==> src/design/cam_link_pkg.sv <==
package cam_link_pkg;

    // serial word on the wire, oldest bit first:
    //   start | d9 d8 ... d0 | stop
    // one bit per clk on each lane

    // bits per link word, start and stop included
    localparam int word_bits = 12;

    // payload bits between start and stop
    localparam int data_bits = 10;

    // framing bit values
    localparam logic start_val = 1'b1;
    localparam logic stop_val  = 1'b0;

    // positions inside the receive shift register once a whole word is in
    // the oldest bit sits at the top, the newest at bit zero
    localparam int start_pos = word_bits - 1;
    localparam int stop_pos  = 0;

    // the data field sits between the two framing bits, msb first
    localparam int data_lsb = stop_pos + 1;
    localparam int data_msb = data_lsb + data_bits - 1;

endpackage

==> src/design/cam_video_pkg.sv <==
package cam_video_pkg;

    // sync view of a ten-bit word
    typedef struct packed {
        logic [5:0] prefix;     // all ones marks a sync word
        logic [3:0] code;       // which sync event
    } sync_word_t;

    // the same ten bits read either as a pixel or as a sync word
    typedef union packed {
        logic [9:0] pix;
        sync_word_t sync;
    } video_word_t;

    // 0x3f0..0x3ff are reserved for sync
    localparam logic [5:0] sync_prefix = 6'h3f;

    // sync codes carried in the low nibble
    localparam logic [3:0] code_fs = 4'd1;  // frame start
    localparam logic [3:0] code_fe = 4'd2;  // frame end
    localparam logic [3:0] code_ls = 4'd3;  // line start
    localparam logic [3:0] code_le = 4'd4;  // line end

    // largest legal pixel value, everything above collides with sync
    localparam logic [9:0] pix_max = 10'h3ef;

endpackage

==> src/design/cam_rx_top.sv <==
`timescale 1ns/1ns

module cam_rx_top #(
    parameter int               WIDTH      = 2,
    parameter logic [WIDTH-1:0] SWAP       = '0,
    parameter int               GOOD_WORDS = 8,
    parameter int               RDY_BITS   = 12
) (
    input  logic                  clk,
    input  logic                  rst,
    input  logic [WIDTH-1:0]      in_bit,
    output logic [WIDTH*10-1:0]   px,
    output logic [WIDTH-1:0]      line_valid,
    output logic [WIDTH-1:0]      frame_valid,
    output logic [WIDTH-1:0]      train_done,
    output logic [WIDTH*8-1:0]    skew_cnt,
    output logic [WIDTH*8-1:0]    err_cnt,
    output logic                  rdy
);

    localparam int px_w = $bits(cam_video_pkg::video_word_t);  // bits per lane on px

    logic [RDY_BITS-1:0] rdy_cnt;
    logic                all_trained;

    for (genvar j = 0; j < WIDTH; j++) begin : g_lane
        logic       word_valid;
        logic [9:0] word_data;
        logic       dec_rst;

        // decoder restarts whenever its lane loses alignment
        assign dec_rst = rst | ~train_done[j];

        cam_word_align #(
            .SWAP_BIT   (SWAP[j]),
            .GOOD_WORDS (GOOD_WORDS)
        ) i_cam_word_align (
            .clk          (clk),
            .rst          (rst),
            .in_bit       (in_bit[j]),
            .inhibit_slip (frame_valid[j]),     // no slipping mid frame
            .word_valid   (word_valid),
            .word_data    (word_data),
            .train_done   (train_done[j]),
            .skew_cnt     (skew_cnt[j*8 +: 8]),
            .err_cnt      (err_cnt[j*8 +: 8])
        );

        cam_sync_decode i_cam_sync_decode (
            .clk         (clk),
            .rst         (dec_rst),
            .word_valid  (word_valid),
            .word_data   (word_data),
            .px          (px[j*px_w +: px_w]),
            .line_valid  (line_valid[j]),
            .frame_valid (frame_valid[j])
        );
    end

    assign all_trained = &train_done;

    // holdoff before declaring the link usable
    always_ff @(posedge clk) begin
        if (rst) begin
            rdy_cnt <= '0;
        end else if (!all_trained) begin
            rdy_cnt <= '0;              // any lane drop restarts it
        end else if (!rdy) begin
            rdy_cnt <= rdy_cnt + 1'b1;  // stops at all ones
        end
    end

    assign rdy = &rdy_cnt;

endmodule

==> src/design/cam_sync_decode.sv <==
`timescale 1ns/1ns

module cam_sync_decode (
    input  logic       clk,
    input  logic       rst,
    input  logic       word_valid,
    input  logic [9:0] word_data,
    output logic [9:0] px,
    output logic       line_valid,
    output logic       frame_valid
);

    cam_video_pkg::video_word_t word;
    logic                       is_sync;
    logic                       line_open;  // between line start and line end

    assign word    = word_data;
    assign is_sync = (word.sync.prefix == cam_video_pkg::sync_prefix);

    always_ff @(posedge clk) begin
        if (rst) begin
            px          <= '0;
            line_valid  <= 1'b0;
            frame_valid <= 1'b0;
            line_open   <= 1'b0;
        end else begin
            line_valid <= 1'b0;     // one pulse per pixel
            if (word_valid) begin
                if (is_sync) begin
                    case (word.sync.code)
                        cam_video_pkg::code_fs: begin
                            frame_valid <= 1'b1;
                        end
                        cam_video_pkg::code_fe: begin
                            frame_valid <= 1'b0;
                            line_open   <= 1'b0;    // a dangling line ends with the frame
                        end
                        cam_video_pkg::code_ls: begin
                            if (frame_valid) begin
                                line_open <= 1'b1;
                            end
                        end
                        cam_video_pkg::code_le: begin
                            line_open <= 1'b0;
                        end
                        default: begin
                            // reserved codes carry nothing for us
                        end
                    endcase
                end else if (line_open) begin
                    px         <= word.pix;
                    line_valid <= 1'b1;
                end
                // pixels outside a line are blanking filler, dropped
            end
        end
    end

    // lines only ever open inside a frame
    a_line_in_frame: assert property (@(posedge clk) disable iff (rst)
        line_valid |-> frame_valid);

    // sync words must never leak out as pixels
    a_px_range: assert property (@(posedge clk) disable iff (rst)
        line_valid |-> (px <= cam_video_pkg::pix_max));

endmodule

==> src/design/cam_word_align.sv <==
`timescale 1ns/1ns

module cam_word_align #(
    parameter bit SWAP_BIT   = 1'b0,
    parameter int GOOD_WORDS = 8
) (
    input  logic       clk,
    input  logic       rst,
    input  logic       in_bit,
    input  logic       inhibit_slip,
    output logic       word_valid,
    output logic [9:0] word_data,
    output logic       train_done,
    output logic [7:0] skew_cnt,
    output logic [7:0] err_cnt
);

    // one spare bit so the slip value never looks like a boundary
    localparam int cnt_w = $clog2(cam_link_pkg::word_bits) + 1;
    localparam int run_w = $clog2(GOOD_WORDS + 1);

    logic [cam_link_pkg::word_bits-1:0] shift_reg;
    logic [cnt_w-1:0]                   bit_cnt;
    logic [run_w-1:0]                   run_cnt;
    logic                               rx_bit;
    logic                               boundary;
    logic                               framed_ok;

    assign rx_bit = in_bit ^ SWAP_BIT;  // undo board level p/n swap

    // bit_cnt at word_bits-1 means a full word sits in shift_reg
    assign boundary = (bit_cnt == cnt_w'(cam_link_pkg::word_bits - 1));

    assign framed_ok = (shift_reg[cam_link_pkg::start_pos] == cam_link_pkg::start_val) &&
                       (shift_reg[cam_link_pkg::stop_pos] == cam_link_pkg::stop_val);

    // newest bit enters at the bottom
    always_ff @(posedge clk) begin
        shift_reg <= {shift_reg[cam_link_pkg::word_bits-2:0], rx_bit};
    end

    always_ff @(posedge clk) begin
        if (boundary) begin
            word_data <= shift_reg[cam_link_pkg::data_msb:cam_link_pkg::data_lsb];
        end
    end

    always_ff @(posedge clk) begin
        if (rst) begin
            bit_cnt    <= '0;
            run_cnt    <= '0;
            word_valid <= 1'b0;
            train_done <= 1'b0;
            skew_cnt   <= '0;
            err_cnt    <= '0;
        end else begin
            word_valid <= 1'b0;
            if (!boundary) begin
                bit_cnt <= bit_cnt + 1'b1;
            end else if (framed_ok) begin
                bit_cnt    <= '0;
                word_valid <= 1'b1;
                if (run_cnt != run_w'(GOOD_WORDS)) begin
                    run_cnt <= run_cnt + 1'b1;
                end
                if (run_cnt >= run_w'(GOOD_WORDS - 1)) begin
                    train_done <= 1'b1;     // enough clean words in a row
                end
            end else if (inhibit_slip) begin
                // inside a frame, keep alignment and just count the hit
                bit_cnt <= '0;
                if (err_cnt != 8'hff) begin
                    err_cnt <= err_cnt + 8'd1;
                end
            end else begin
                // all ones wraps to zero, so the next boundary comes one bit late
                bit_cnt    <= '1;
                skew_cnt   <= skew_cnt + 8'd1;  // free running, wraps
                run_cnt    <= '0;
                train_done <= 1'b0;
            end
        end
    end

    // words are twelve bits apart, strobes never touch
    a_valid_spacing: assert property (@(posedge clk) disable iff (rst)
        word_valid |=> !word_valid);

    // decoder frame_valid freezes the boundary search
    a_no_slip_in_frame: assert property (@(posedge clk) disable iff (rst)
        inhibit_slip |=> $stable(skew_cnt));

endmodule

==> config.mk <==
export PLATFORM = sky130hd
export DESIGN_NAME = cam_rx_top
export DESIGN_NICKNAME = d
export VERILOG_FILES = /design/src/design/cam_link_pkg.sv /design/src/design/cam_video_pkg.sv /design/src/design/cam_rx_top.sv /design/src/design/cam_sync_decode.sv /design/src/design/cam_word_align.sv
export SDC_FILE = /design/constraint.sdc
export NUM_CORES = 1
export LEC_CHECK = 0
export ABC_AREA = 1
export BUFFER_PORTS_ARGS = -buffer_cell sky130_fd_sc_hd__buf_2
export CAP_MARGIN = 25
export CORE_MARGIN = 2
export CORE_UTILIZATION = 40
export CTS_CLUSTER_DIAMETER = 120
export CTS_CLUSTER_SIZE = 24
export DETAILED_ROUTE_END_ITERATION = 10
export HOLD_SLACK_MARGIN = 0.1
export PLACE_DENSITY_LB_ADDON = 0.12
export SLEW_MARGIN = 20
export SYNTH_ARGS = -nofsm -noshare
export SYNTH_HDL_FRONTEND = slang
export SYNTH_SLANG_ARGS = --single-unit
export TNS_END_PERCENT = 10
==> constraint.sdc <==
create_clock -name clk -period 4 [get_ports clk]
set_input_delay 1.2 -clock clk [delete_from_list [all_inputs] [get_ports clk]]
set_output_delay 1.2 -clock clk [all_outputs]
set_load 0.03 [all_outputs]
== Yosys cells after proc, flatten, opt, wreduce, memory -nomap -nowiden ==
Index checks and enable logic that the tools add are counted.

* $add $sub $neg: 9
* Bitwise logic cells: 17
* Equality and inequality tests: 24
* $lt $le $gt $ge: 2
* Multiplexer cells: 28
* Reduce and logical (&&, ||, !) cells: 29

{| class="wikitable"
|+ Operators by type and width
! operator !! number
|-
| 8-bit by 1-bit adder with 8-bit output (second input constant) || 4
|-
| 5-bit 2-to-1 mux || 6
|-
| 3-bit AND reduction || 10
|-
| 4-bit 2-to-1 mux || 6
|-
| 4-bit by 2-bit equality test with 1-bit output (second input constant) || 4
|-
| 8-bit inequality test (second input constant) || 2
|-
| 4-bit AND reduction || 4
|-
| 1-bit inverter || 15
|-
| 12-bit by 1-bit adder with 12-bit output (second input constant) || 1
|-
| 6-bit equality test (second input constant) || 2
|-
| 1-bit 2-to-1 mux || 12
|-
| 2-bit inequality test (second input constant) || 6
|-
| 12-bit AND reduction || 1
|-
| 5-bit by 1-bit adder with 5-bit output (second input constant) || 2
|-
| 5-bit by 4-bit equality test with 1-bit output (second input constant) || 2
|-
| 2-bit OR reduction || 5
|-
| 4-bit by 1-bit adder with 4-bit output (second input constant) || 2
|-
| 4-bit by 1-bit equality test with 1-bit output (second input constant) || 2
|-
| 4-bit by 3-bit equality test with 1-bit output (second input constant) || 2
|-
| 4-bit by 3-bit greater-or-equal comparator with 1-bit output (second input constant) || 2
|-
| 4-bit inequality test (second input constant) || 2
|-
| 1-bit case mux with 2 select lines || 4
|-
| 2-bit nonzero test || 4
|-
| 3-bit OR reduction || 2
|-
| other kinds (4) || 7
|}

* Output and inout port bits: 59
* Bits of input ports: 4
* Bits in registers: 136

== Longest topological paths before layout ==
* Depth after elaboration: 4
* Gate-level depth with buffers: 9

== Cells and area by module ==
A second synthesis with hierarchy kept.

* Cells, all modules: 758
* Area, all modules: 6019.5 um^2

{| class="wikitable"
|+ Modules (own cells, without submodules)
! module !! instances !! area each (um^2) !! cells an instance !! seq. area each (um^2)
|-
| cam_word_align (g_lane[0].i_cam_word_align) || 1 || 2107.0 || 251 || 1081.0
|-
| cam_word_align (g_lane[1].i_cam_word_align) || 1 || 2092.0 || 250 || 1081.0
|-
| cam_sync_decode || 2 || 575.6 || 81 || 260.2
|-
| cam_rx_top || 1 || 669.4 || 95 || 240.2
|}

== Least setup slack after synthesis ==
Ideal clock, no wire load.

* Path type: register to output
* Start: register rdy_cnt[0]
* End: output port rdy
* Cell stages (with the launch flop): 7
* Buffers on the path: 1
* Arrival: 1.346 ns
* Path slack: 1.454 ns
* Cells stage by stage: dfxtp_1 ha_1 nand2_2 nor3_4 nand3_4 buf_6 inv_1

* Word-level cells in the longest chain between the ends: 1

{| class="wikitable"
|+ Ends and longest elaborated chain
! element !! line !! RTL
|-
| from (decl) || cam_rx_top.sv:23 || <nowiki>logic [RDY_BITS-1:0] rdy_cnt;</nowiki>
|-
| from (signal assigned) || cam_rx_top.sv:69 || <nowiki>rdy_cnt <= rdy_cnt + 1'b1;</nowiki>
|-
| 12-bit AND reduction || cam_rx_top.sv:73 || <nowiki>assign rdy = &rdy_cnt;</nowiki>
|-
| to (decl) || cam_rx_top.sv:18 || <nowiki>output logic rdy</nowiki>
|}

Every way passes these cells.

== Final worst setup path ==
Ends and elaborated chain as after synthesis.

==> flow_summary.json <==
{
  "run_status": "finished, final reports clean",
  "power.share.clock_pct": 50.3,
  "timing.critical_path.from": "rdy_cnt[0]",
  "grt_use_total_pct": 16.2,
  "detail-route-antenna-nets": 0,
  "synth_simple_gate_area_share_pct": 27.9,
  "synth_compound_area_share_pct": 9.87,
  "numPortBuffers": 62,
  "ys_seq_elements": 136,
  "areaGrowthSynthToFinish_pct": 17.0,
  "design.core.area_mm2": 0.0140,
  "cts_tree": "done",
  "route.detailed.drc": 0,
  "cts-hold-fix-buffers": 0,
  "synth.mux.area_fraction_pct": 0,
  "cp_cell_sequence": "ha_1 -> nand2_2 -> nor3_4 -> nand3_4 -> inv_1 -> buf_2",
  "cellInternalPower_mw": 2.28,
  "drt_iter0_markers": 233,
  "holdCritPathClass": "flop to flop",
  "final_max_slew_viol_count": 0,
  "worst_slew_slack_as_a_fraction_of_its_limit_pct": 54.9,
  "nets": 792,
  "start_kind": "flop",
  "die_height_um": 124,
  "critical_path.reg2reg.endpoint": "g_lane[0].i_cam_word_align.skew_cnt[6]",
  "finish.cell_count_without_fillers": 970,
  "p_sw_mw": 0.644,
  "power_mw": 2.93,
  "worstRegToRegCells": 8,
  "post-dp-hpwl_um": 8070,
  "max_slew.worst_pin.slew_ps": 674,
  "via_per_inst": 4.80,
  "fp.dieArea_mm2": 0.0154,
  "diodes": 0,
  "detailedRoute.firstPassIterationCount": 4,
  "number_of_distinct_library_cell_variants_in_the_gate_level_netlist_after_synthesis": 39,
  "place_congestion": 0.826,
  "critical_path.n_buffers_inverters": 2,
  "dpl-instance-area_mm2": 0.00620,
  "layout_worst_path_cycle_share_pct": 76.6,
  "htree_levels": 4,
  "synthesis.yosys.warnings": 0,
  "timing.critical_path.slowest_cell_delay_ps": 360,
  "post_cts_buffers": 0,
  "maxClockFrequency_mhz": 326,
  "p_leak_nw": 2.90,
  "post_synthesis_instance_area_mm2": 0.00578,
  "detail_route.wirelength_um": 11500,
  "floorplan.io_pins": 63,
  "cp_slowest_cell": "sky130_fd_sc_hd__dfxtp_1",
  "cp.arrival_ps": 1860,
  "finalCriticalPeriod_ps": 3060,
  "worst_path_dominant_cell_family": "simple AND/OR/NAND/NOR gates",
  "dominant_combinational_cell_family_by_area_after_synthesis": "simple AND/OR/NAND/NOR gates",
  "critPathCapture": "rdy",
  "initial_core_util_pct": 41.3,
  "comb_power_share_pct": 1.2,
  "routed-via-count": 4652,
  "synthAdderAreaFrac_pct": 2.38,
  "grt_max_degree": 24,
  "rsz0062_at_grt": "false",
  "cts-root-to-sink-buffers": 2,
  "final-setup-viol-count": 0,
  "die_w_um": 124,
  "critical_path_peak_fanout": 15,
  "synth_sequential_area_ratio_pct": 50.6,
  "grt_pass1_vias": 4226,
  "timing.critical_path.depth": 6,
  "cts.reportedPaths.clkPinSlew_ps": 60,
  "power.sequential.fraction_pct": 48.4,
  "r2r-start": "g_lane[0].i_cam_word_align.bit_cnt[0]",
  "wl_per_cell_um": 11.9,
  "clock_buffers_created_by_tritoncts": 17,
  "cts.root.buffer_cell": "sky130_fd_sc_hd__clkbuf_16",
  "drv_cap": 0,
  "largest_reg_flops": 24,
  "power_per_standard_cell_area_mw_per_mm2": 433,
  "fin_worst_skew_ps": 6.38,
  "final-hold-violation-count": 0,
  "worst_skew_pair.late_latency_ps": 410,
  "post_synth_inst_count": 716,
  "holdWs_ps": 342,
  "rrSetupSlack_ps": 2180,
  "post-place-cells": 938,
  "cp_endpoint_kind": "primary output",
  "wp_data_required_ps": 2800,
  "xor_xnor_share_of_the_synthesized_area_pct": 2.12,
  "standard_cell_row_count": 43,
  "grt_first_pass_wirelength_um": 19500,
  "drive_gt1_share_pct": 16.2,
  "netSwitchingFraction_pct": 22.0,
  "cts_repair_resize_count": 0,
  "ir_drop_uv": 252,
  "timing.setup.critical_path_class": "flop to primary output",
  "initial_antenna_violation_count": 0,
  "final_tns_setup_ps": 0,
  "cts_num_sinks": 136,
  "synthesis.area_per_instance_um2": 8.07,
  "final_cell_area_mm2": 0.00676,
  "grt.overflow.total": 0,
  "synth_nets": 731
}
==> how the worst min path moves through the flow <==
stage / startpoint / slack (ps) / end / depth (start not counted)
2_1_floorplan: g_lane[0].i_cam_word_align.shift_reg[9] / 330 / g_lane[0].i_cam_word_align.shift_reg[10] / 0
3_3_place_gp: g_lane[1].i_cam_word_align.shift_reg[4] / 330 / g_lane[1].i_cam_word_align.shift_reg[5] / 0
3_5_place_dp: g_lane[1].i_cam_word_align.shift_reg[4] / 330 / g_lane[1].i_cam_word_align.shift_reg[5] / 0
4_1_cts: g_lane[1].i_cam_word_align.shift_reg[4] / 350 / g_lane[1].i_cam_word_align.shift_reg[5] / 0
5_1_grt: g_lane[0].i_cam_word_align.shift_reg[1] / 350 / g_lane[0].i_cam_word_align.shift_reg[2] / 0
6_report: g_lane[1].i_cam_word_align.shift_reg[4] / 340 / g_lane[1].i_cam_word_align.shift_reg[5] / 0
==> power by group through the flow <==
stage | logic [mW] | registers [mW] | clock network, mW
detailed placement | 0.0365 | 1.45 | 0
CTS | 0.0367 | 1.42 | 1.52
finish | 0.0359 | 1.42 | 1.47
global placement | 0.0354 | 1.45 | 0
floorplan | 0.0283 | 1.44 | 0
global route | 0.0422 | 1.42 | 1.59
==> per-stage QoR <==
stage / util, % / setup slack [ps]
after floorplan: - / 1450
after global placement: 44.3 / 1390
after detailed placement: 44.3 / 1330
after CTS: 48.3 / 902
after global routing: 48.3 / 735
final: 48.3 / 937
==> metal layers <==
| metal | GRT usage, % | vias up | wire (µm) |
|---|---|---|---|
| li1 | - | 2444 | - |
| met1 | 21.2 | 2125 | 5850 |
| met2 | 25.5 | 75 | 5140 |
| met3 | 4.76 | 8 | 434 |
| met4 | 5.48 | 0 | 126 |
| met5 | 0 | - | 0 |
==> layout make-up <==
type,instances,area (µm²)
repair buffers,63,318
inverters,76,288
fillers,1390,7230
clock buffers,17,425
well taps,180,225
multi-input cells,483,2440
flip-flops and latches,136,2920
clock inverters,15,140
==> cell usage after synthesis <==
| library cell | number | area share, % |
|---|---|---|
| sky130_fd_sc_hd__nand2_4 | 1 | 0.19 |
| sky130_fd_sc_hd__nor3b_1 | 1 | 0.13 |
| sky130_fd_sc_hd__clkbuf_1 | 8 | 0.52 |
| sky130_fd_sc_hd__buf_1 | 1 | 0.065 |
| sky130_fd_sc_hd__dfxtp_1 | 116 | 40 |
| sky130_fd_sc_hd__inv_2 | 2 | 0.13 |
| sky130_fd_sc_hd__nor2_2 | 2 | 0.22 |
| sky130_fd_sc_hd__o31ai_1 | 2 | 0.26 |
| sky130_fd_sc_hd__nand2_1 | 172 | 11 |
| sky130_fd_sc_hd__nand3_1 | 45 | 3.9 |
| sky130_fd_sc_hd__buf_6 | 2 | 0.39 |
| sky130_fd_sc_hd__buf_2 | 3 | 0.26 |
| sky130_fd_sc_hd__nand2_2 | 9 | 0.97 |
| sky130_fd_sc_hd__clkinv_2 | 2 | 0.17 |
| sky130_fd_sc_hd__a31o_2 | 2 | 0.30 |
| sky130_fd_sc_hd__nand3b_1 | 7 | 0.91 |
| sky130_fd_sc_hd__clkinv_1 | 1 | 0.065 |
| sky130_fd_sc_hd__nor2_4 | 3 | 0.58 |
| sky130_fd_sc_hd__xnor2_1 | 5 | 0.76 |
| sky130_fd_sc_hd__a21boi_1 | 1 | 0.13 |
| sky130_fd_sc_hd__a31oi_1 | 4 | 0.43 |
| sky130_fd_sc_hd__buf_4 | 7 | 0.91 |
| sky130_fd_sc_hd__o21bai_1 | 3 | 0.39 |
| sky130_fd_sc_hd__o21ai_0 | 33 | 2.9 |
| sky130_fd_sc_hd__xor2_1 | 9 | 1.4 |
| sky130_fd_sc_hd__nand4_1 | 8 | 0.87 |
| sky130_fd_sc_hd__inv_1 | 71 | 4.6 |
| sky130_fd_sc_hd__a21boi_0 | 1 | 0.13 |
| sky130_fd_sc_hd__or2_1 | 1 | 0.11 |
| sky130_fd_sc_hd__ha_1 | 11 | 2.4 |
| sky130_fd_sc_hd__nand3_2 | 2 | 0.35 |
| sky130_fd_sc_hd__nor3_1 | 10 | 0.87 |
| sky130_fd_sc_hd__nor2_1 | 79 | 5.1 |
| sky130_fd_sc_hd__nand3_4 | 4 | 1.2 |
| sky130_fd_sc_hd__edfxtp_1 | 20 | 10 |
| sky130_fd_sc_hd__or2_2 | 3 | 0.32 |
| sky130_fd_sc_hd__a21oi_1 | 62 | 5.4 |
| sky130_fd_sc_hd__nor3_4 | 1 | 0.28 |
| sky130_fd_sc_hd__nor2_8 | 2 | 0.69 |
==> kinds of logic (layout without fill, tap and decap cells) <==
family	after synthesis	in the layout
AO/OA/AOI/OAI	108	108
XOR/XNOR	14	14
adder cells (fa/ha/maj)	11	11
buffers and inverters	97	171
flip-flops	136	136
AND/OR/NAND/NOR	350	350
==> cell usage in the layout (no fill, tap or decap), drive strengths merged, types with 6 or more instances in the layout <==
master / count
clkinv: 6
xor2: 9
nor2: 86
o21ai: 33
ha: 11
nand4: 8
nand3b: 7
nand3: 51
nand2: 182
inv: 80
buf: 63
dfxtp: 116
edfxtp: 20
clkbuf: 17
a21oi: 62
nor3: 11
==> worst register-to-register path: cells and delay by family (launching register included) <==
kind          cells  cell delay [ps]
flops             1              370
simple gates      7             1100
fa+ha+maj         1              260
(Power assumes the default switching activity.)
